--- config.mk ---
export PLATFORM = sky130hd
export DESIGN_NAME = ctrlDecodeTop
export DESIGN_NICKNAME = d
export VERILOG_FILES = /design/src/hw/decodePkg.sv /design/src/hw/aluCtrlDecoder.sv /design/src/hw/branchResolver.sv /design/src/hw/ctrlDecodeTop.sv /design/src/hw/decodeStageReg.sv /design/src/hw/exceptionChecker.sv /design/src/hw/memCtrlDecoder.sv /design/src/hw/writebackDecoder.sv
export VERILOG_INCLUDE_DIRS = /design/src /design/src/hw
export SDC_FILE = /design/constraint.sdc
export NUM_CORES = 1
export LEC_CHECK = 0
export BUFFER_PORTS_ARGS = -buffer_cell sky130_fd_sc_hd__buf_2
export CAP_MARGIN = 25
export CORE_ASPECT_RATIO = 0.8
export CORE_MARGIN = 5
export CORE_UTILIZATION = 45
export DETAILED_ROUTE_END_ITERATION = 10
export GPL_TIMING_DRIVEN = 0
export MAX_ROUTING_LAYER = met4
export PLACE_DENSITY_LB_ADDON = 0.15
export SYNTH_ARGS = -nofsm -noshare
export SYNTH_HDL_FRONTEND = slang
export SYNTH_HIERARCHICAL = 1
export SYNTH_SLANG_ARGS = --single-unit
--- constraint.sdc ---
create_clock -name clk -period 1.8 [get_ports clk]
set_input_delay 0.27 -clock clk [delete_from_list [all_inputs] [get_ports clk]]
set_output_delay 0.27 -clock clk [all_outputs]
set_load 0.01 [all_outputs]
--- src/hw/decodeConfig_config.svh ---
`ifndef DECODE_CONFIG_SVH
`define DECODE_CONFIG_SVH

// Primary opcodes, instr[31:26]
`define OP_RTYPE  6'b000000
`define OP_REGIMM 6'b000001 // Branch kind sits in rt
`define OP_J      6'b000010
`define OP_JAL    6'b000011
`define OP_BEQ    6'b000100
`define OP_BNE    6'b000101
`define OP_BLEZ   6'b000110
`define OP_BGTZ   6'b000111
`define OP_ADDI   6'b001000
`define OP_ADDIU  6'b001001
`define OP_SLTI   6'b001010
`define OP_SLTIU  6'b001011
`define OP_ANDI   6'b001100
`define OP_ORI    6'b001101
`define OP_XORI   6'b001110
`define OP_LUI    6'b001111
`define OP_LB     6'b100000
`define OP_LH     6'b100001
`define OP_LW     6'b100011
`define OP_LBU    6'b100100
`define OP_LHU    6'b100101
`define OP_SB     6'b101000
`define OP_SH     6'b101001
`define OP_SW     6'b101011

// Function codes for the R-type opcode, instr[5:0]
`define FN_SLL     6'b000000
`define FN_SRL     6'b000010
`define FN_SRA     6'b000011
`define FN_SLLV    6'b000100
`define FN_SRLV    6'b000110
`define FN_SRAV    6'b000111
`define FN_JR      6'b001000
`define FN_JALR    6'b001001
`define FN_SYSCALL 6'b001100
`define FN_BREAK   6'b001101
`define FN_MFHI    6'b010000
`define FN_MTHI    6'b010001
`define FN_MFLO    6'b010010
`define FN_MTLO    6'b010011
`define FN_MULT    6'b011000
`define FN_MULTU   6'b011001
`define FN_DIV     6'b011010
`define FN_DIVU    6'b011011
`define FN_ADD     6'b100000
`define FN_ADDU    6'b100001
`define FN_SUB     6'b100010
`define FN_SUBU    6'b100011
`define FN_AND     6'b100100
`define FN_OR      6'b100101
`define FN_XOR     6'b100110
`define FN_NOR     6'b100111
`define FN_SLT     6'b101010
`define FN_SLTU    6'b101011

// REGIMM branch kinds, instr[20:16]
`define RT_BLTZ   5'b00000
`define RT_BGEZ   5'b00001
`define RT_BLTZAL 5'b10000
`define RT_BGEZAL 5'b10001

// Exception codes
`define EXC_SYS 5'd8
`define EXC_BP  5'd9
`define EXC_RI  5'd10

`endif

--- src/hw/decodePkg.sv ---
`default_nettype none

package decodePkg;

	typedef logic [5:0] opcodeT;
	typedef logic [5:0] functT;
	typedef logic [4:0] regIdxT;

	// 15 = no ALU operation
	typedef logic [3:0] aluOpT;

	// MULTU 0, MULT 1, DIVU 2, DIV 3
	typedef logic [1:0] mulDivOpT;

	// Zero 0, sign 1, upper 2
	typedef logic [1:0] extOpT;

	// LO from rs 0, HI from rs 1, product or quotient 2
	typedef logic [1:0] hiLoSelT;

	// SB 0, SH 1, SW 2, LBU 3, LB 4, LHU 5, LH 6, LW or none 7
	typedef logic [2:0] memSizeT;

	// Sequential 0, branch target 1, jump index 2, register 3
	typedef logic [1:0] npcOpT;

	typedef logic [1:0] destSelT; // rt 0, rd 1, link 2

	// HI/LO 0, upper immediate 1, ALU 2, link address 3, memory 4
	typedef logic [2:0] wbSrcT;

	typedef logic [4:0] excCodeT;
	typedef logic [1:0] cmpSignT; // rs zero 0, positive 1, negative 2

endpackage

`default_nettype wire

--- src/hw/aluCtrlDecoder.sv ---
`timescale 1ns/1ps
`include "decodeConfig_config.svh"
`default_nettype none

module aluCtrlDecoder import decodePkg::*; (
	input  opcodeT   op,
	input  functT    funct,
	output aluOpT    aluOp,
	output logic     shamtSel,
	output extOpT    extOp,
	output mulDivOpT mulDivOp,
	output logic     hiLoWr,
	output hiLoSelT  hiLoSel,
	output logic     hiLoRdHi
);

	always_comb begin
		aluOp = 4'd15;
		case (op)
			`OP_RTYPE: begin
				case (funct)
					`FN_ADD:            aluOp = 4'd0;
					`FN_ADDU:           aluOp = 4'd11;
					`FN_SUB:            aluOp = 4'd1;
					`FN_SUBU:           aluOp = 4'd12;
					`FN_OR:             aluOp = 4'd2;
					`FN_AND:            aluOp = 4'd3;
					`FN_NOR:            aluOp = 4'd4;
					`FN_XOR:            aluOp = 4'd5;
					`FN_SLL, `FN_SLLV:  aluOp = 4'd6;
					`FN_SRL, `FN_SRLV:  aluOp = 4'd7;
					`FN_SRA, `FN_SRAV:  aluOp = 4'd8;
					`FN_SLT:            aluOp = 4'd9;
					`FN_SLTU:           aluOp = 4'd10;
					default:            aluOp = 4'd15;
				endcase
			end
			`OP_ADDI:  aluOp = 4'd0;
			`OP_ADDIU: aluOp = 4'd11;
			`OP_ORI:   aluOp = 4'd2;
			`OP_ANDI:  aluOp = 4'd3;
			`OP_XORI:  aluOp = 4'd5;
			`OP_SLTI:  aluOp = 4'd9;
			`OP_SLTIU: aluOp = 4'd10;
			`OP_LB, `OP_LH, `OP_LW, `OP_LBU, `OP_LHU,
			`OP_SB, `OP_SH, `OP_SW: aluOp = 4'd0; // Address add
			default: aluOp = 4'd15;
		endcase
	end

	always_comb begin
		case (op)
			`OP_ADDI, `OP_ADDIU, `OP_SLTI, `OP_SLTIU,
			`OP_LB, `OP_LH, `OP_LW, `OP_LBU, `OP_LHU,
			`OP_SB, `OP_SH, `OP_SW: extOp = 2'd1;
			`OP_LUI: extOp = 2'd2;
			default: extOp = 2'd0; // Logic immediates too
		endcase
	end

	// Constant shifts take shamt, the V forms take rs
	assign shamtSel = (op == `OP_RTYPE) &&
		(funct == `FN_SLL || funct == `FN_SRL || funct == `FN_SRA);

	always_comb begin
		mulDivOp = 2'd0;
		hiLoWr = 1'b0;
		hiLoSel = 2'd0;
		hiLoRdHi = 1'b0;
		if (op == `OP_RTYPE) begin
			case (funct)
				`FN_MULTU, `FN_MULT, `FN_DIVU, `FN_DIV: begin
					mulDivOp = {funct[1], ~funct[0]}; // Low funct bits order the unit ops
					hiLoWr = 1'b1;
					hiLoSel = 2'd2;
				end
				`FN_MTHI: begin
					hiLoWr = 1'b1;
					hiLoSel = 2'd1;
				end
				`FN_MTLO: hiLoWr = 1'b1;
				`FN_MFHI: hiLoRdHi = 1'b1;
				default: hiLoWr = 1'b0;
			endcase
		end
	end

	always_comb begin
		if (op == `OP_RTYPE)
			assert final (!(hiLoWr && aluOp != 4'd15))
				else $error("HI/LO write together with ALU op %0d", aluOp);
	end

endmodule

`default_nettype wire

--- src/hw/branchResolver.sv ---
`timescale 1ns/1ps
`include "decodeConfig_config.svh"
`default_nettype none

module branchResolver import decodePkg::*; (
	input  opcodeT  op,
	input  functT   funct,
	input  regIdxT  rt,
	input  logic    cmpNotEqual,
	input  cmpSignT cmpSign,
	output npcOpT   npcOp,
	output logic    isBranch,
	output logic    branchOrJump,
	output logic    isJumpIndex
);

	logic condBranch;
	logic taken;
	logic jumpReg;

	always_comb begin
		condBranch = 1'b0;
		taken = 1'b0;
		case (op)
			`OP_BEQ: begin
				condBranch = 1'b1;
				taken = !cmpNotEqual;
			end
			`OP_BNE: begin
				condBranch = 1'b1;
				taken = cmpNotEqual;
			end
			`OP_BLEZ: begin
				condBranch = 1'b1;
				taken = (cmpSign != 2'd1); // Zero or negative
			end
			`OP_BGTZ: begin
				condBranch = 1'b1;
				taken = (cmpSign == 2'd1);
			end
			`OP_REGIMM: begin
				case (rt)
					`RT_BGEZ, `RT_BGEZAL: begin
						condBranch = 1'b1;
						taken = (cmpSign != 2'd2);
					end
					`RT_BLTZ, `RT_BLTZAL: begin
						condBranch = 1'b1;
						taken = (cmpSign == 2'd2);
					end
					default: condBranch = 1'b0; // Unknown rt is no branch
				endcase
			end
			default: condBranch = 1'b0;
		endcase
	end

	assign jumpReg = (op == `OP_RTYPE) && (funct == `FN_JR || funct == `FN_JALR);
	assign isJumpIndex = (op == `OP_J) || (op == `OP_JAL);

	always_comb begin
		if (condBranch)
			npcOp = taken ? 2'd1 : 2'd0;
		else if (isJumpIndex)
			npcOp = 2'd2;
		else if (jumpReg)
			npcOp = 2'd3;
		else
			npcOp = 2'd0;
	end

	assign isBranch = condBranch || isJumpIndex || jumpReg;
	assign branchOrJump = condBranch || jumpReg;

	always_comb begin
		assert final (isBranch || npcOp == 2'd0)
			else $error("Non-sequential next PC %0d for a non-branch", npcOp);
	end

endmodule

`default_nettype wire

--- src/hw/ctrlDecodeTop.sv ---
`timescale 1ns/1ps
`default_nettype none

module ctrlDecodeTop import decodePkg::*; (
	input  logic        clk,
	input  logic        rst,
	input  logic [31:0] instr,
	input  logic        instrValid,
	input  logic        cmpNotEqual,
	input  logic        upstreamExc,
	input  logic        flush,
	input  cmpSignT     cmpSign,
	input  excCodeT     upstreamExcCode,
	output logic        outValid,
	output aluOpT       aluOpQ,
	output logic        shamtSelQ,
	output extOpT       extOpQ,
	output mulDivOpT    mulDivOpQ,
	output logic        hiLoWrQ,
	output hiLoSelT     hiLoSelQ,
	output logic        hiLoRdHiQ,
	output logic        memRdQ,
	output logic        memWrQ,
	output memSizeT     memSizeQ,
	output logic        regWrQ,
	output destSelT     destSelQ,
	output wbSrcT       wbSrcQ,
	output npcOpT       npcOpQ,
	output logic        isBranchQ,
	output logic        branchOrJumpQ,
	output logic        excQ,
	output excCodeT     excCodeQ
);

	opcodeT op;
	functT funct;
	regIdxT rt;

	aluOpT aluOp;
	logic shamtSel;
	extOpT extOp;
	mulDivOpT mulDivOp;
	logic hiLoWr;
	hiLoSelT hiLoSel;
	logic hiLoRdHi;
	logic memRd;
	logic memWr;
	memSizeT memSize;
	logic regWr;
	destSelT destSel;
	wbSrcT wbSrc;
	npcOpT npcOp;
	logic isBranch;
	logic branchOrJump;
	logic isJumpIndex; // Only feeds the reserved check
	logic exc;
	excCodeT excCode;

	assign op = instr[31:26];
	assign rt = instr[20:16]; // Also the REGIMM branch kind
	assign funct = instr[5:0];

	aluCtrlDecoder uAlu (.op(op), .funct(funct), .aluOp(aluOp), .shamtSel(shamtSel),
		.extOp(extOp), .mulDivOp(mulDivOp), .hiLoWr(hiLoWr), .hiLoSel(hiLoSel),
		.hiLoRdHi(hiLoRdHi));

	memCtrlDecoder uMem (.op(op), .memRd(memRd), .memWr(memWr), .memSize(memSize));

	writebackDecoder uWb (.op(op), .funct(funct), .rt(rt), .regWr(regWr),
		.destSel(destSel), .wbSrc(wbSrc));

	branchResolver uBranch (.op(op), .funct(funct), .rt(rt), .cmpNotEqual(cmpNotEqual),
		.cmpSign(cmpSign), .npcOp(npcOp), .isBranch(isBranch),
		.branchOrJump(branchOrJump), .isJumpIndex(isJumpIndex));

	exceptionChecker uExc (.clk(clk), .rst(rst), .op(op), .funct(funct), .regWr(regWr),
		.hiLoWr(hiLoWr), .memWr(memWr), .branchOrJump(branchOrJump),
		.isJumpIndex(isJumpIndex), .upstreamExc(upstreamExc), .flush(flush),
		.upstreamExcCode(upstreamExcCode), .exc(exc), .excCode(excCode));

	decodeStageReg uStage (.clk(clk), .rst(rst), .instrValid(instrValid), .flush(flush),
		.aluOp(aluOp), .shamtSel(shamtSel), .extOp(extOp), .mulDivOp(mulDivOp),
		.hiLoWr(hiLoWr), .hiLoSel(hiLoSel), .hiLoRdHi(hiLoRdHi), .memRd(memRd),
		.memWr(memWr), .memSize(memSize), .regWr(regWr), .destSel(destSel),
		.wbSrc(wbSrc), .npcOp(npcOp), .isBranch(isBranch), .branchOrJump(branchOrJump),
		.exc(exc), .excCode(excCode), .outValid(outValid), .aluOpQ(aluOpQ),
		.shamtSelQ(shamtSelQ), .extOpQ(extOpQ), .mulDivOpQ(mulDivOpQ),
		.hiLoWrQ(hiLoWrQ), .hiLoSelQ(hiLoSelQ), .hiLoRdHiQ(hiLoRdHiQ),
		.memRdQ(memRdQ), .memWrQ(memWrQ), .memSizeQ(memSizeQ), .regWrQ(regWrQ),
		.destSelQ(destSelQ), .wbSrcQ(wbSrcQ), .npcOpQ(npcOpQ), .isBranchQ(isBranchQ),
		.branchOrJumpQ(branchOrJumpQ), .excQ(excQ), .excCodeQ(excCodeQ));

endmodule

`default_nettype wire

--- src/hw/decodeStageReg.sv ---
`timescale 1ns/1ps
`default_nettype none

module decodeStageReg import decodePkg::*; (
	input  logic     clk,
	input  logic     rst,
	input  logic     instrValid,
	input  logic     flush,
	input  aluOpT    aluOp,
	input  logic     shamtSel,
	input  extOpT    extOp,
	input  mulDivOpT mulDivOp,
	input  logic     hiLoWr,
	input  hiLoSelT  hiLoSel,
	input  logic     hiLoRdHi,
	input  logic     memRd,
	input  logic     memWr,
	input  memSizeT  memSize,
	input  logic     regWr,
	input  destSelT  destSel,
	input  wbSrcT    wbSrc,
	input  npcOpT    npcOp,
	input  logic     isBranch,
	input  logic     branchOrJump,
	input  logic     exc,
	input  excCodeT  excCode,
	output logic     outValid,
	output aluOpT    aluOpQ,
	output logic     shamtSelQ,
	output extOpT    extOpQ,
	output mulDivOpT mulDivOpQ,
	output logic     hiLoWrQ,
	output hiLoSelT  hiLoSelQ,
	output logic     hiLoRdHiQ,
	output logic     memRdQ,
	output logic     memWrQ,
	output memSizeT  memSizeQ,
	output logic     regWrQ,
	output destSelT  destSelQ,
	output wbSrcT    wbSrcQ,
	output npcOpT    npcOpQ,
	output logic     isBranchQ,
	output logic     branchOrJumpQ,
	output logic     excQ,
	output excCodeT  excCodeQ
);

	logic capture;

	assign capture = instrValid && !flush;

	always_ff @(posedge clk) begin
		if (!rst || !capture) begin // A squashed slot looks like reset
			{outValid, aluOpQ, shamtSelQ, extOpQ, mulDivOpQ} <= '0;
			{hiLoWrQ, hiLoSelQ, hiLoRdHiQ, memRdQ, memWrQ, memSizeQ} <= '0;
			{regWrQ, destSelQ, wbSrcQ, npcOpQ, isBranchQ, branchOrJumpQ} <= '0;
			{excQ, excCodeQ} <= '0;
		end else begin
			{outValid, aluOpQ, shamtSelQ, extOpQ, mulDivOpQ} <=
				{1'b1, aluOp, shamtSel, extOp, mulDivOp};
			{hiLoWrQ, hiLoSelQ, hiLoRdHiQ, memRdQ, memWrQ, memSizeQ} <=
				{hiLoWr, hiLoSel, hiLoRdHi, memRd, memWr, memSize};
			{regWrQ, destSelQ, wbSrcQ, npcOpQ, isBranchQ, branchOrJumpQ} <=
				{regWr, destSel, wbSrc, npcOp, isBranch, branchOrJump};
			{excQ, excCodeQ} <= {exc, excCode};
		end
	end

	// One instruction never targets both the register file and HI/LO
	oneWriteTarget: assert property (@(posedge clk) disable iff (!rst)
		capture |-> !(regWr && hiLoWr))
		else $error("Instruction writes both the register file and HI/LO");

endmodule

`default_nettype wire

--- src/hw/exceptionChecker.sv ---
`timescale 1ns/1ps
`include "decodeConfig_config.svh"
`default_nettype none

module exceptionChecker import decodePkg::*; (
	input  logic    clk,
	input  logic    rst,
	input  opcodeT  op,
	input  functT   funct,
	input  logic    regWr,
	input  logic    hiLoWr,
	input  logic    memWr,
	input  logic    branchOrJump,
	input  logic    isJumpIndex,
	input  logic    upstreamExc,
	input  logic    flush,
	input  excCodeT upstreamExcCode,
	output logic    exc,
	output excCodeT excCode
);

	logic afterReset; // High for the first cycle out of reset
	logic isBreak;
	logic isSyscall;
	logic recognised;

	always_ff @(posedge clk) begin
		if (!rst)
			afterReset <= 1'b1;
		else
			afterReset <= 1'b0;
	end

	assign isBreak = (op == `OP_RTYPE) && (funct == `FN_BREAK);
	assign isSyscall = (op == `OP_RTYPE) && (funct == `FN_SYSCALL);

	// Every kept instruction has at least one of these effects
	assign recognised = regWr || hiLoWr || memWr || isBreak || isSyscall ||
		branchOrJump || isJumpIndex;

	always_comb begin
		exc = 1'b1;
		if (upstreamExc)
			excCode = upstreamExcCode; // Earlier stage wins
		else if (!recognised && !afterReset && !flush)
			excCode = `EXC_RI;
		else if (isBreak)
			excCode = `EXC_BP;
		else if (isSyscall)
			excCode = `EXC_SYS;
		else begin
			exc = 1'b0;
			excCode = 5'd0;
		end
	end

endmodule

`default_nettype wire

--- src/hw/memCtrlDecoder.sv ---
`timescale 1ns/1ps
`include "decodeConfig_config.svh"
`default_nettype none

module memCtrlDecoder import decodePkg::*; (
	input  opcodeT  op,
	output logic    memRd,
	output logic    memWr,
	output memSizeT memSize
);

	always_comb begin
		memRd = 1'b0;
		memWr = 1'b0;
		memSize = 3'd7; // Word, also the idle value
		case (op)
			`OP_SB: begin
				memWr = 1'b1;
				memSize = 3'd0;
			end
			`OP_SH: begin
				memWr = 1'b1;
				memSize = 3'd1;
			end
			`OP_SW: begin
				memWr = 1'b1;
				memSize = 3'd2;
			end
			`OP_LBU: begin
				memRd = 1'b1;
				memSize = 3'd3;
			end
			`OP_LB: begin
				memRd = 1'b1;
				memSize = 3'd4;
			end
			`OP_LHU: begin
				memRd = 1'b1;
				memSize = 3'd5;
			end
			`OP_LH: begin
				memRd = 1'b1;
				memSize = 3'd6;
			end
			`OP_LW: memRd = 1'b1;
			default: memRd = 1'b0;
		endcase
	end

	always_comb begin
		assert final (!(memRd && memWr))
			else $error("Load and store decoded together for opcode %0h", op);
	end

endmodule

`default_nettype wire

--- src/hw/writebackDecoder.sv ---
`timescale 1ns/1ps
`include "decodeConfig_config.svh"
`default_nettype none

module writebackDecoder import decodePkg::*; (
	input  opcodeT  op,
	input  functT   funct,
	input  regIdxT  rt,
	output logic    regWr,
	output destSelT destSel,
	output wbSrcT   wbSrc
);

	always_comb begin
		regWr = 1'b0;
		destSel = 2'd0; // rt for I-type
		wbSrc = 3'd2; // ALU result
		case (op)
			`OP_RTYPE: begin
				destSel = 2'd1;
				case (funct)
					`FN_ADD, `FN_ADDU, `FN_SUB, `FN_SUBU,
					`FN_AND, `FN_OR, `FN_NOR, `FN_XOR,
					`FN_SLL, `FN_SRL, `FN_SRA,
					`FN_SLLV, `FN_SRLV, `FN_SRAV,
					`FN_SLT, `FN_SLTU: regWr = 1'b1;
					`FN_JALR: begin
						regWr = 1'b1;
						wbSrc = 3'd3;
					end
					`FN_MFHI, `FN_MFLO: begin
						regWr = 1'b1;
						wbSrc = 3'd0;
					end
					`FN_MULT, `FN_MULTU, `FN_DIV, `FN_DIVU: wbSrc = 3'd0;
					default: regWr = 1'b0;
				endcase
			end
			`OP_REGIMM: begin
				destSel = 2'd2; // r31
				wbSrc = 3'd3;
				regWr = (rt == `RT_BGEZAL) || (rt == `RT_BLTZAL); // Linking forms only
			end
			`OP_JAL: begin
				regWr = 1'b1;
				destSel = 2'd2;
				wbSrc = 3'd3;
			end
			`OP_LUI: begin
				regWr = 1'b1;
				wbSrc = 3'd1;
			end
			`OP_ADDI, `OP_ADDIU, `OP_SLTI, `OP_SLTIU,
			`OP_ANDI, `OP_ORI, `OP_XORI: regWr = 1'b1;
			`OP_LB, `OP_LH, `OP_LW, `OP_LBU, `OP_LHU: begin
				regWr = 1'b1;
				wbSrc = 3'd4;
			end
			default: regWr = 1'b0;
		endcase
	end

endmodule

`default_nettype wire

# [Yosys cells after proc, flatten, opt, wreduce, memory -nomap -nowiden]
# Memory sizes are Yosys's and may differ from the RTL's. A register that Yosys moved wholly into a read port is not among the register bits.
# Cells that the tools add are included.
[totals] regBits=34 romBits=384 input_bits=45 out_inout_bits=35 word_cells=158 memories=2
[classes] n_eq_ne=57 muxes=31 bitwise_logic=3 reduce_logical=46
[memory_table] memory="(name not given)" words=64 width=4 read_ports=1 rd_ports_with_merged_regs=0 wr=0 line_no="aluCtrlDecoder.sv:21" text="case (funct)"
[memory_table] memory="(name not given)" words=64 width=2 read_ports=1 rd_ports_with_merged_regs=1 wr=0 line_no="aluCtrlDecoder.sv:52" text="case (op)"
[op_table] cell="== test 6 bit, second input constant" n=18
[op_table] cell="== test 6 x 4 -> 1 bit, second input constant" n=12
[op_table] cell="== test 6 x 5 -> 1 bit, second input constant" n=8
[op_table] cell="== test 6 x 3 -> 1 bit, second input constant" n=7
[op_table] cell="one-hot mux 4 bit (8 select lines)" n=1
[op_table] cell="== test 6 x 2 -> 1 bit, second input constant" n=4
[op_table] cell="one-hot mux 3 bit (7 select lines)" n=1
[op_table] cell="OR reduction 19 bit" n=1
[op_table] cell="logical OR 1 bit" n=15
[op_table] cell="two-way mux 5 bit" n=3
[op_table] cell="two-way mux 1 bit" n=14
[op_table] cell="OR reduction 14 bit" n=1
[op_table] cell="logical NOT 6 bit" n=2
[op_table] cell="one-hot mux 2 bit (2 select lines)" n=3
[op_table] cell="one-hot mux 3 bit (4 select lines)" n=1
[op_table] cell="OR reduction 4 bit" n=3
[op_table] cell="OR reduction 6 bit" n=2
[op_table] cell="== test 5 bit, second input constant" n=2
[op_table] cell="OR reduction 9 bit" n=1
[op_table] cell="OR reduction 2 bit" n=4
[op_table] cell="logical AND 1 bit" n=7
[op_table] cell="== test 6 x 1 -> 1 bit, second input constant" n=1
[op_table] cell="logical NOT 1 bit" n=6
[op_table] cell="two-way mux 2 bit" n=3
[op_table] cell="13 further kinds" n=17

# [Logic depth before layout (Yosys ltp)]
# Gate-level depths: netlist of the first run.
[depth] ltp_word=15 depth_mapped=8 ltp_nobuf=8

# [Modules after synthesis]
# Netlist of the first run, hierarchy kept.
[by_module_without_submodules] mod="decodeStageReg" instances=1 cells_per_inst=79 area_each_um2=1094.8 seq_area_each_um2=700.7
[by_module_without_submodules] mod="aluCtrlDecoder" instances=1 cells_per_inst=78 area_each_um2=558.0 seq_area_each_um2=0.0
[by_module_without_submodules] mod="writebackDecoder" instances=1 cells_per_inst=34 area_each_um2=215.2 seq_area_each_um2=0.0
[by_module_without_submodules] mod="branchResolver" instances=1 cells_per_inst=20 area_each_um2=136.4 seq_area_each_um2=0.0
[by_module_without_submodules] mod="exceptionChecker" instances=1 cells_per_inst=19 area_each_um2=132.6 seq_area_each_um2=20.0
[by_module_without_submodules] mod="memCtrlDecoder" instances=1 cells_per_inst=14 area_each_um2=95.1 seq_area_each_um2=0.0

# [Least setup slack after synthesis of the first run]
# No wires, ideal clock.
[synth_timing] path_kind="input-to-reg" start="in instr[28]" end="reg uStage.excCodeQ[3]" setup_ps=117 arrival_ps=1650 required_time_ps=1683 setup_slack_ps=33 path_stages=8 path_buffers=0 path_cell_list="or4_4 -> nor3_4 -> o221ai_1 -> nand3_1 -> nor3_1 -> a21oi_1 -> a2bb2oi_1 -> and4b_1"
[synth_via] elab_chain_cells=14 elab_cells_between_ends=49 cone_classes="eq/ne (23); mux (8); reduce/logical (18)"
[synth_lines] element="start, declared" line_no="ctrlDecodeTop.sv:7" text="input logic [31:0] instr,"
[synth_lines] element="== test 6 x 4 -> 1 bit (tied with other cells)" line_no="writebackDecoder.sv:18" text="case (op)"
[synth_lines] element="OR reduction 14 bit (no line)"
[synth_lines] element="one-hot mux 1 bit (3 select lines) (*)" line_no="writebackDecoder.sv:18"
[synth_lines] element="via regWr" line_no="ctrlDecodeTop.sv:49" text="logic regWr;"
[synth_lines] element="logical OR 1 bit (*) (5 in a row)" line_no="exceptionChecker.sv:38" text="assign recognised = regWr || hiLoWr || memWr || isBreak || isSyscall ||"
[synth_lines] element="logical OR 1 bit (*)" line_no="exceptionChecker.sv:39" text="branchOrJump || isJumpIndex;"
[synth_lines] element="logical NOT 1 bit (*)" line_no="exceptionChecker.sv:45" text="else if (!recognised && !afterReset && !flush)"
[synth_lines] element="logical AND 1 bit (*) (2 in a row)" line_no="exceptionChecker.sv:45"
[synth_lines] element="two-way mux 5 bit (*)" line_no="exceptionChecker.sv:45"
[synth_lines] element="two-way mux 5 bit (*)" line_no="exceptionChecker.sv:43" text="if (upstreamExc)"
[synth_lines] element="via excCode[3]" line_no="ctrlDecodeTop.sv:57" text="excCodeT excCode;"
[synth_lines] element="end signal, assigned" line_no="decodeStageReg.sv:65" text="{excQ, excCodeQ} <= {exc, excCode};"
[synth_lines] element="end, declared" line_no="decodeStageReg.sv:45" text="output excCodeT excCodeQ"
# The timed path passes the listed nets; every way through them passes the cells marked *.
# A chain may end at the register's enable or synchronous reset.

# [Final worst setup path of the first run]
[layout_timing] start="in instr[29]" end="reg uStage.excCodeQ[1]"
# Same word-level chain as after synthesis.

==> impl_metrics.json, run 1 <==
{
  "dieHeight_um": 73.0,
  "antenna_found_initial": 0,
  "cts_sinks": 36,
  "cts_tree": "yes",
  "crit_fanout": 20,
  "diodes": 0,
  "finalSetupViolCount": 0,
  "cap_violations": 0,
  "ys_types": 58,
  "final_core_util": 0.603,
  "yosys-top-cells-area": "dfxtp_1 32%, and4b_1 15%, nand2b_1 3.4%",
  "crit_arrival_ps": 1960,
  "grt_overflow_total": 0,
  "rrSetupSlack_ps": 640,
  "hold_violations": 0,
  "outcome": "complete, no violations",
  "die_area_um2": 6480,
  "syn_area_um2": 2230,
  "synthToLayoutAreaGrowth_pct": 27.1,
  "period_minus_slack_ps": 1780,
  "r2r_cells": 4,
  "regArea_um2": 721,
  "clock_skew_ps": 4.87,
  "synth_compound_area_frac": 0.154,
  "synth-adder-area-share": 0.0224,
  "root_buffer": "clkbuf_8",
  "synthMuxAreaShare": 0.00897,
  "routed_wl_mm": 5.68,
  "drtAntennaViolNets": 0,
  "ctsHoldBuffers": 0,
  "required_ps": 1980,
  "yosysTopAreaCellShare": 0.323,
  "clockBufferDepth": 2,
  "num_vias": 2150,
  "syn_avg_cell_area_um2": 9.15,
  "max_slew_margin": 0.658,
  "drc": 0,
  "wl_per_cell_um": 14.8,
  "async_flop_share": 0,
  "synth-edff-count": 0,
  "dp_cells": 368,
  "leakage_nw": 1.37,
  "worstMarginPinSlew_ps": 507,
  "fp.dieW_um": 88.7,
  "fill_cells": 397,
  "multiInputGateArea_um2": 1410,
  "critPathLaunchType": "input pin",
  "h-tree-depth": 2,
  "via_per_inst": 5.61,
  "min_period_over_period": 0.989,
  "synth_xor_area_frac": 0.0157,
  "grt_pass1_wl_mm": 9.00,
  "slew_viol_final": 0,
  "synth-simple-area-share": 0.417,
  "drt-pass1-iter-count": 4,
  "max-vdd-ir-drop_uv": 433,
  "grt_max_degree": 21,
  "min-delay-start": "rst",
  "min_to": "uExc/afterReset$_DFF_P_",
  "first_global_vias": 1930,
  "synth.largest_area_cell": "dfxtp_1",
  "place_hpwl_mm": 4.26,
  "drtIter0Drc": 113,
  "start_util": 0.474,
  "r2r_end": "uStage/excCodeQ[3]$_SDFF_PP0_",
  "end_kind": "flip-flop",
  "drive_gt1_frac": 0.350,
  "synth_flop_cell": "dfxtp_1",
  "io_buffers": 64,
  "rows": 22,
  "worstSetupPathType": "input pin to flip-flop",
  "seq_area_frac_synth": 0.323,
  "synth_top_family_by_area": "simple AND/OR/NAND/NOR gates",
  "cts_made_buffers": 5,
  "clock_latency_ps": 280,
  "min-delay-path-class": "input pin to flip-flop",
  "powerDensity_nw_per_um2": 622,
  "ios": 80,
  "netlist_instances": 244,
  "gp_congestion": 0.871,
  "syn-num-nets": 293,
  "worst_hold_path.num_cells": 2,
  "r2r_start": "uExc/afterReset$_DFF_P_",
  "fmax_mhz": 562,
  "layout.cells.non_filler": 383,
  "ys_ff_latch": 36,
  "yosys_warnings": 6,
  "clkTransAtPathRegs_ps": 70,
  "track_usage": 0.180,
  "core-area_um2": 4710,
  "fin_nets": 371
}
cells by family after synthesis:
kind of cell | Yosys count
DFF | 36
adders and majority gates | 4
and+or+nand+nor | 125
muxes | 2
AOI/OAI and AO/OA | 47
buffers and inverters | 26
xor gates and xnor gates | 4
power breakdown:
group,internal (W),total (W),switching [W]
clock,0.000311,0.000597,0.000286
combinational,0.000153,0.000356,0.000203
sequential,0.000810,0.000813,0.00000304
total,0.00127,0.00177,0.000492
flip-flops by register name, summed over array words and instances (netlist names), 2 cells and up:
| register | flops |
|---|---|
| uStage/npcOpQ | 2 |
| uStage/aluOpQ | 4 |
| uStage/mulDivOpQ | 2 |
| uStage/excCodeQ | 5 |
| uStage/hiLoSelQ | 2 |
| uStage/memSizeQ | 3 |
| uStage/extOpQ | 2 |
| uStage/wbSrcQ | 3 |
| uStage/destSelQ | 2 |
worst max-delay path, stage by stage:
cell,delay [ps]
buf_8,130
or4_4,570
nor2_1,210
nand3_1,120
nand3_1,160
nor3_2,70
a41o_1,240
and4b_1,190
cell usage after synthesis (4+ instances only):
master,number
nand2b_1,12
nor2_1,12
or3_1,4
and2_1,5
buf_2,7
nor3_1,9
inv_1,12
nor2b_1,4
nor4_1,8
a21oi_1,9
nand2_1,13
dfxtp_1,36
a211oi_1,4
o21ai_0,6
ha_1,4
and4b_1,34
area by class of cell:
class	count	share of cell area
buffer	14	0.0309
tap	60	0.0265
clock buffer	7	0.0304
timing repair buffer	71	0.142
clock inverter	1	0.00265
inverter	12	0.0159
sequential	36	0.254
multi-input combinational	182	0.498
cell usage in the layout, fill, tap and decap left out, types with 3 or more instances in the layout:
cell and n:
clkbuf_8 6, ha_1 4, inv_1 12, buf_2 64, nor2b_1 4, buf_4 11
nor4_1 7, xnor2_1 3, nor3_1 8, o21ai_0 6, clkbuf_2 3, nand3_1 3
a31oi_1 3, nand2_1 13, and2_1 5, nand2b_1 12, a21oi_1 8, nor2_1 12
dfxtp_1 36, buf_6 3, or3_1 4, a211oi_1 3, and4b_1 34, clkbuf_4 3
worst max path at each step:
stage / start / cells after the start / to / slack, ps
global route: instr[0] / 9 / uStage/excCodeQ[3]$_SDFF_PP0_ / -9
detailed placement: instr[27] / 9 / uStage/excCodeQ[3]$_SDFF_PP0_ / -440
CTS: instr[29] / 9 / uStage/excCodeQ[3]$_SDFF_PP0_ / 2
finish: instr[29] / 8 / uStage/excCodeQ[1]$_SDFF_PP0_ / 20
global placement: instr[27] / 9 / uStage/excCodeQ[3]$_SDFF_PP0_ / -430
floorplan: instr[28] / 8 / uStage/excCodeQ[3]$_SDFF_PP0_ / 30
through the flow:
stage | setup WS (ps) | setup TNS, ps | total power (W) | hold WS, ps | instance area (um^2)
CTS | 1.96 | 0 | 0.00176 | 225 | 2800
global placement | -426 | -1670 | 0.00115 | 525 | 2630
finish | 19.9 | 0 | 0.00177 | 228 | 2840
detailed placement | -445 | -1780 | 0.00116 | 522 | 2630
global route | -8.80 | -14.4 | 0.00185 | 220 | 2840
floorplan | 32.8 | 0 | 0.00102 | 327 | 2230
timing repair:
action,4_1_cts,5_1_grt
endpoints found under the setup margin,3,4
gates resized for setup,9,7
setup buffers,6,1
endpoints found under the hold margin,0,0
gates cloned,0,0
pin swaps,9,5
metal layers:
metal,vias up,global-route usage,share of wire
li1,1095,-,-
met1,998,0.253,0.50
met2,53,0.263,0.44
met3,4,0.0327,0.054
met4,0,0.0487,0.0074
met5,-,-,0
Power figures use the tool's default switching activity.
==> run 2, diff against run 1 <==
CORE_MARGIN = default   (was 5)
CORE_UTILIZATION = 46   (was 45)
CTS_BUF_LIST = sky130_fd_sc_hd__clkbuf_8   (was default)
==> run 2 against run 1 <==
- final area grew 0.22%
- largest power group unchanged
- clock power shrank 7.0%
- wire length down 6.1%
- final cell count up 0.26%
- utilization increased by 1.2 points
- worst setup slack improved by 65 ps
- maximum frequency rose by 3.8%
- clock skew down 2.6 ps
==> impl_metrics.json, run 2 (synthesis gave the netlist of run 1 again) <==
{
  "h-tree-depth": 2,
  "clock_skew_ps": 2.23,
  "drt-pass1-iter-count": 4,
  "hold_violations": 0,
  "grt_pass1_wl_mm": 8.65,
  "gp_congestion": 0.811,
  "synthToLayoutAreaGrowth_pct": 27.4,
  "drive_gt1_frac": 0.364,
  "cap_violations": 0,
  "path_delay_family": "simple AND/OR/NAND/NOR gates",
  "slew_viol_final": 0,
  "max-vdd-ir-drop_uv": 428,
  "largest_register_ffs": 5,
  "regArea_um2": 721,
  "cts_made_buffers": 5,
  "drtAntennaViolNets": 0,
  "crit_path_cell_trace": "buf_2 > inv_1 > ha_1 > nor2b_1 > o32ai_2 > a221oi_2 > or3_1 > and4b_1",
  "min_period_over_period": 0.953,
  "cts_tree": "yes",
  "totalPowerFinal_w": 0.00172,
  "worstSetupPathType": "input pin to flip-flop",
  "place_hpwl_mm": 3.88,
  "multiInputGateArea_um2": 1430,
  "die_area_um2": 5140,
  "grt_max_degree": 21,
  "required_ps": 1990,
  "crit_arrival_ps": 1900,
  "period_minus_slack_ps": 1720,
  "min-delay-path-class": "input pin to flip-flop",
  "crit_fanout": 9,
  "num_vias": 2125,
  "first_global_vias": 1917,
  "antenna_found_initial": 0,
  "critPathBufInv": 2,
  "end_kind": "flip-flop",
  "via_per_inst": 5.53,
  "clock_latency_ps": 290,
  "clkTransAtPathRegs_ps": 70,
  "rows": 22,
  "diodes": 0,
  "dieHeight_um": 64.3,
  "cp_slowest_cell": "or3_1",
  "max_stage_delay_ps": 370,
  "drc": 0,
  "worstMarginPinSlew_ps": 549,
  "ios": 80,
  "root_buffer": "clkbuf_8",
  "max_slew_margin": 0.629,
  "setup-tns-final_ps": 0,
  "fin_nets": 372,
  "place_area_um2": 2630,
  "track_usage": 0.221,
  "drtIter0Drc": 111,
  "fmax_mhz": 583,
  "powerDensity_nw_per_um2": 606,
  "leakage_nw": 1.38,
  "most-common-layout-cells": "66 x buf_2, 36 x dfxtp_1, 34 x and4b_1",
  "final_area_um2": 2840,
  "fill_cells": 426,
  "routed_wl_mm": 5.34,
  "finalSetupViolCount": 0,
  "clockBufferDepth": 2,
  "grt_overflow_total": 0,
  "cts_sinks": 36,
  "io_buffers": 64,
  "start_util": 0.483,
  "core-area_um2": 4620,
  "final_common_cell": "buf_2",
  "outcome": "complete, no violations",
  "wl_per_cell_um": 13.9,
  "fp.dieW_um": 79.9,
  "critPathLaunchType": "input pin"
}
## run 2: changes by cell type in the layout (fill, tap and decap cells not counted), moves of 2 or more
cell / change
clkinv_2: +2
clkbuf_4: -3
buf_2: +2
buf_4: +2
## run 2: through the flow
stage	setup slack, ps	cells	hold WS, ps	util
floorplan	32.8	244	327	-
global placement	-438	368	515	0.568
detailed placement	-437	368	515	0.568
CTS	2.97	380	209	0.600
global route	-19.1	384	208	0.615
finish	84.8	384	215	0.615
## run 2: layout make-up
cell class,instances,area share
Buffer,14,0.0308
Clock inverter,3,0.00660
Sequential cell,36,0.253
Tap cell,60,0.0264
Inverter,12,0.0158
Clock buffer,5,0.0242
Multi-Input combinational cell,182,0.502
Timing Repair Buffer,72,0.141
## run 2: path summary, 6_finish.rpt
kind,startpoint,end,slack [ps],cells after the start
max,instr[0],uStage/aluOpQ[0]$_SDFF_PP0_,80,8
min,rst,uExc/afterReset$_DFF_P_,210,2
max reg2reg,uExc/afterReset$_DFF_P_,uStage/excCodeQ[3]$_SDFF_PP0_,670,4
min reg2reg,uExc/afterReset$_DFF_P_,uStage/excQ$_SDFF_PP0_,790,4
## run 2: where the power goes
group | switching (W) | internal (W)
Sequential | 0.00000287 | 0.000811
Combinational | 0.000203 | 0.000151
Clock | 0.000286 | 0.000269
Total | 0.000492 | 0.00123
## run 2: per-layer routing
layer  global-route usage  vias up  wire length [um]
li1                     -     1088                 -
met1                0.289      967              2590
met2                0.324       61              2330
met3               0.0471        9               312
met4               0.0982        0               102
met5                    -        -                 0
## run 2: repair_timing
action / 4_1_cts / 5_1_grt
hold endpoints to repair: 0 / 0
hold buffers: 0 / 0
pin swaps: 6 / 7
setup endpoints to repair: 3 / 5
resized for setup: 8 / 10
setup buffers: 4 / 4
==> run 3, diff against run 2 <==
RECOVER_POWER = 25   (was default)
==> run 3 against run 2 <==
- first-iteration DRC count is 1.8% lower
- worst setup slack gained 4.0 ps
- worst hold slack improved by 52 ps
- clock-buffer cell count stayed put
- maximum frequency increased by 0.23%
- register-to-register slack is essentially flat
- final area is 0.62% lower
- combinational power is essentially flat
- final cell count unchanged
==> impl_metrics.json, run 3 (synthesis gave the netlist of run 1 again) <==
{
  "crit_fanout": 9,
  "required_ps": 1990,
  "combPwrFrac": 0.204,
  "core-area_um2": 4620,
  "whs_ps": 267,
  "cts_made_buffers": 5,
  "clock_latency_ps": 290,
  "grt_max_degree": 21,
  "track_usage": 0.221,
  "synthToLayoutAreaGrowth_pct": 26.6,
  "outcome": "complete, no violations",
  "end_kind": "flip-flop",
  "min_to": "uExc/afterReset$_DFF_P_",
  "pre_cts_ws_ps": -437,
  "drtIter0Drc": 109,
  "worstSetupPathType": "input pin to flip-flop",
  "r2r_end": "uStage/excCodeQ[3]$_SDFF_PP0_",
  "slew_viol_final": 0,
  "wl_per_cell_um": 13.9,
  "drtAntennaViolNets": 0,
  "root_buffer": "clkbuf_8",
  "first_global_vias": 1917,
  "clockBufferDepth": 2,
  "drt-pass1-iter-count": 5,
  "period_minus_slack_ps": 1710,
  "diodes": 0,
  "finalSetupViolCount": 0,
  "worstMarginPinSlew_ps": 539,
  "via_per_inst": 5.51,
  "fin_nets": 372,
  "h-tree-depth": 2,
  "grt_overflow_total": 0,
  "ctsHoldBuffers": 0,
  "p_seq_frac": 0.473,
  "leakage_nw": 1.32,
  "gp_congestion": 0.811,
  "rrSetupSlack_ps": 680,
  "dieHeight_um": 64.3,
  "switching_power_w": 0.000492,
  "antenna_found_initial": 0,
  "clock_skew_ps": 2.45,
  "fp.dieW_um": 79.9,
  "clkTransAtPathRegs_ps": 70,
  "ios": 80,
  "drc": 0,
  "worst_hold_path.num_cells": 2,
  "start_util": 0.483,
  "r2r_start": "uExc/afterReset$_DFF_P_",
  "min-delay-path-class": "input pin to flip-flop",
  "largest_register_ffs": 5,
  "cap_violations": 0,
  "min_period_over_period": 0.951,
  "die_area_um2": 5140,
  "fill_cells": 430,
  "clock_power_share": 0.323,
  "r2r_cells": 4,
  "drive_gt1_frac": 0.321,
  "powerDensity_nw_per_um2": 609,
  "cts_tree": "yes",
  "cts_sinks": 36,
  "grt_pass1_wl_mm": 8.65,
  "critPathLaunchType": "input pin",
  "max_slew_margin": 0.636,
  "max-vdd-ir-drop_uv": 427,
  "place_hpwl_mm": 3.88,
  "hold_violations": 0,
  "fin_ws_ps": 88.8,
  "num_vias": 2117,
  "final_common_cell": "buf_2",
  "rows": 22,
  "fmax_mhz": 584,
  "io_buffers": 64,
  "crit_arrival_ps": 1900,
  "internal_power_w": 0.00123,
  "most-common-layout-cells": "53 x buf_2, 36 x dfxtp_1, 34 x and4b_1",
  "switching_share": 0.286,
  "min-delay-start": "rst",
  "routed_wl_mm": 5.34
}
-- run 3: power by group through the flow --
stage	Combinational (W)	Sequential [W]	Clock, W
floorplan	0.000184	0.000840	0
global placement	0.000322	0.000832	0
detailed placement	0.000325	0.000832	0
CTS	0.000340	0.000813	0.000569
global route	0.000388	0.000815	0.000604
finish	0.000352	0.000814	0.000555
-- run 3: layout make-up --
type / count / area (um^2) / share of cell area
Clock buffer: 5 / 68.8 / 0.0243
Clock inverter: 3 / 18.8 / 0.00664
Buffer: 14 / 86.3 / 0.0305
Sequential cell: 36 / 721 / 0.255
Tap cell: 60 / 75.1 / 0.0266
Inverter: 12 / 45.0 / 0.0159
Timing Repair Buffer: 72 / 384 / 0.136
Multi-Input combinational cell: 182 / 1430 / 0.505
-- run 3: metal layers --
layer / share of wire / vias up / track usage
li1: - / 1085 / -
met5: 0 / - / -
met3: 0.057 / 9 / 0.0471
met1: 0.48 / 957 / 0.289
met2: 0.44 / 66 / 0.324
met4: 0.019 / 0 / 0.0982
-- run 3: through the flow --
step | std cells | area, um^2 | utilization | TNS [ps] | power, W
5_1_grt | 384 | 2830 | 0.611 | -29.3 | 0.00181
3_3_place_gp | 368 | 2630 | 0.568 | -1680 | 0.00115
6_report | 384 | 2830 | 0.611 | 0 | 0.00172
4_1_cts | 380 | 2770 | 0.600 | 0 | 0.00172
3_5_place_dp | 368 | 2630 | 0.568 | -1720 | 0.00116
2_1_floorplan | 244 | 2230 | - | 0 | 0.00102
-- run 3: critical path: stages --
cell	delay [ps]
buf_2	200
inv_1	100
ha_1	310
nor2b_1	150
o32ai_2	230
a221oi_2	80
or3_1	360
and4b_1	200
-- run 3: what timing repair did --
| item | 4_1_cts | 5_1_grt |
|---|---|---|
| endpoints found under the setup margin | 3 | 5 |
| buffers inserted | 4 | 4 |
| gates resized for setup | 8 | 10 |
| pin swaps | 6 | 7 |
-- run 3: how the worst max path moves through the flow --
stage,startpoint,slack (ps),depth (start not counted),to
2_1_floorplan,instr[28],30,8,uStage/excCodeQ[3]$_SDFF_PP0_
6_report,instr[0],90,8,uStage/aluOpQ[0]$_SDFF_PP0_
4_1_cts,instr[29],3,9,uStage/excCodeQ[3]$_SDFF_PP0_
3_5_place_dp,instr[27],-440,9,uStage/excCodeQ[3]$_SDFF_PP0_
5_1_grt,instr[27],-20,9,uStage/excCodeQ[3]$_SDFF_PP0_
3_3_place_gp,instr[27],-440,9,uStage/excCodeQ[3]$_SDFF_PP0_
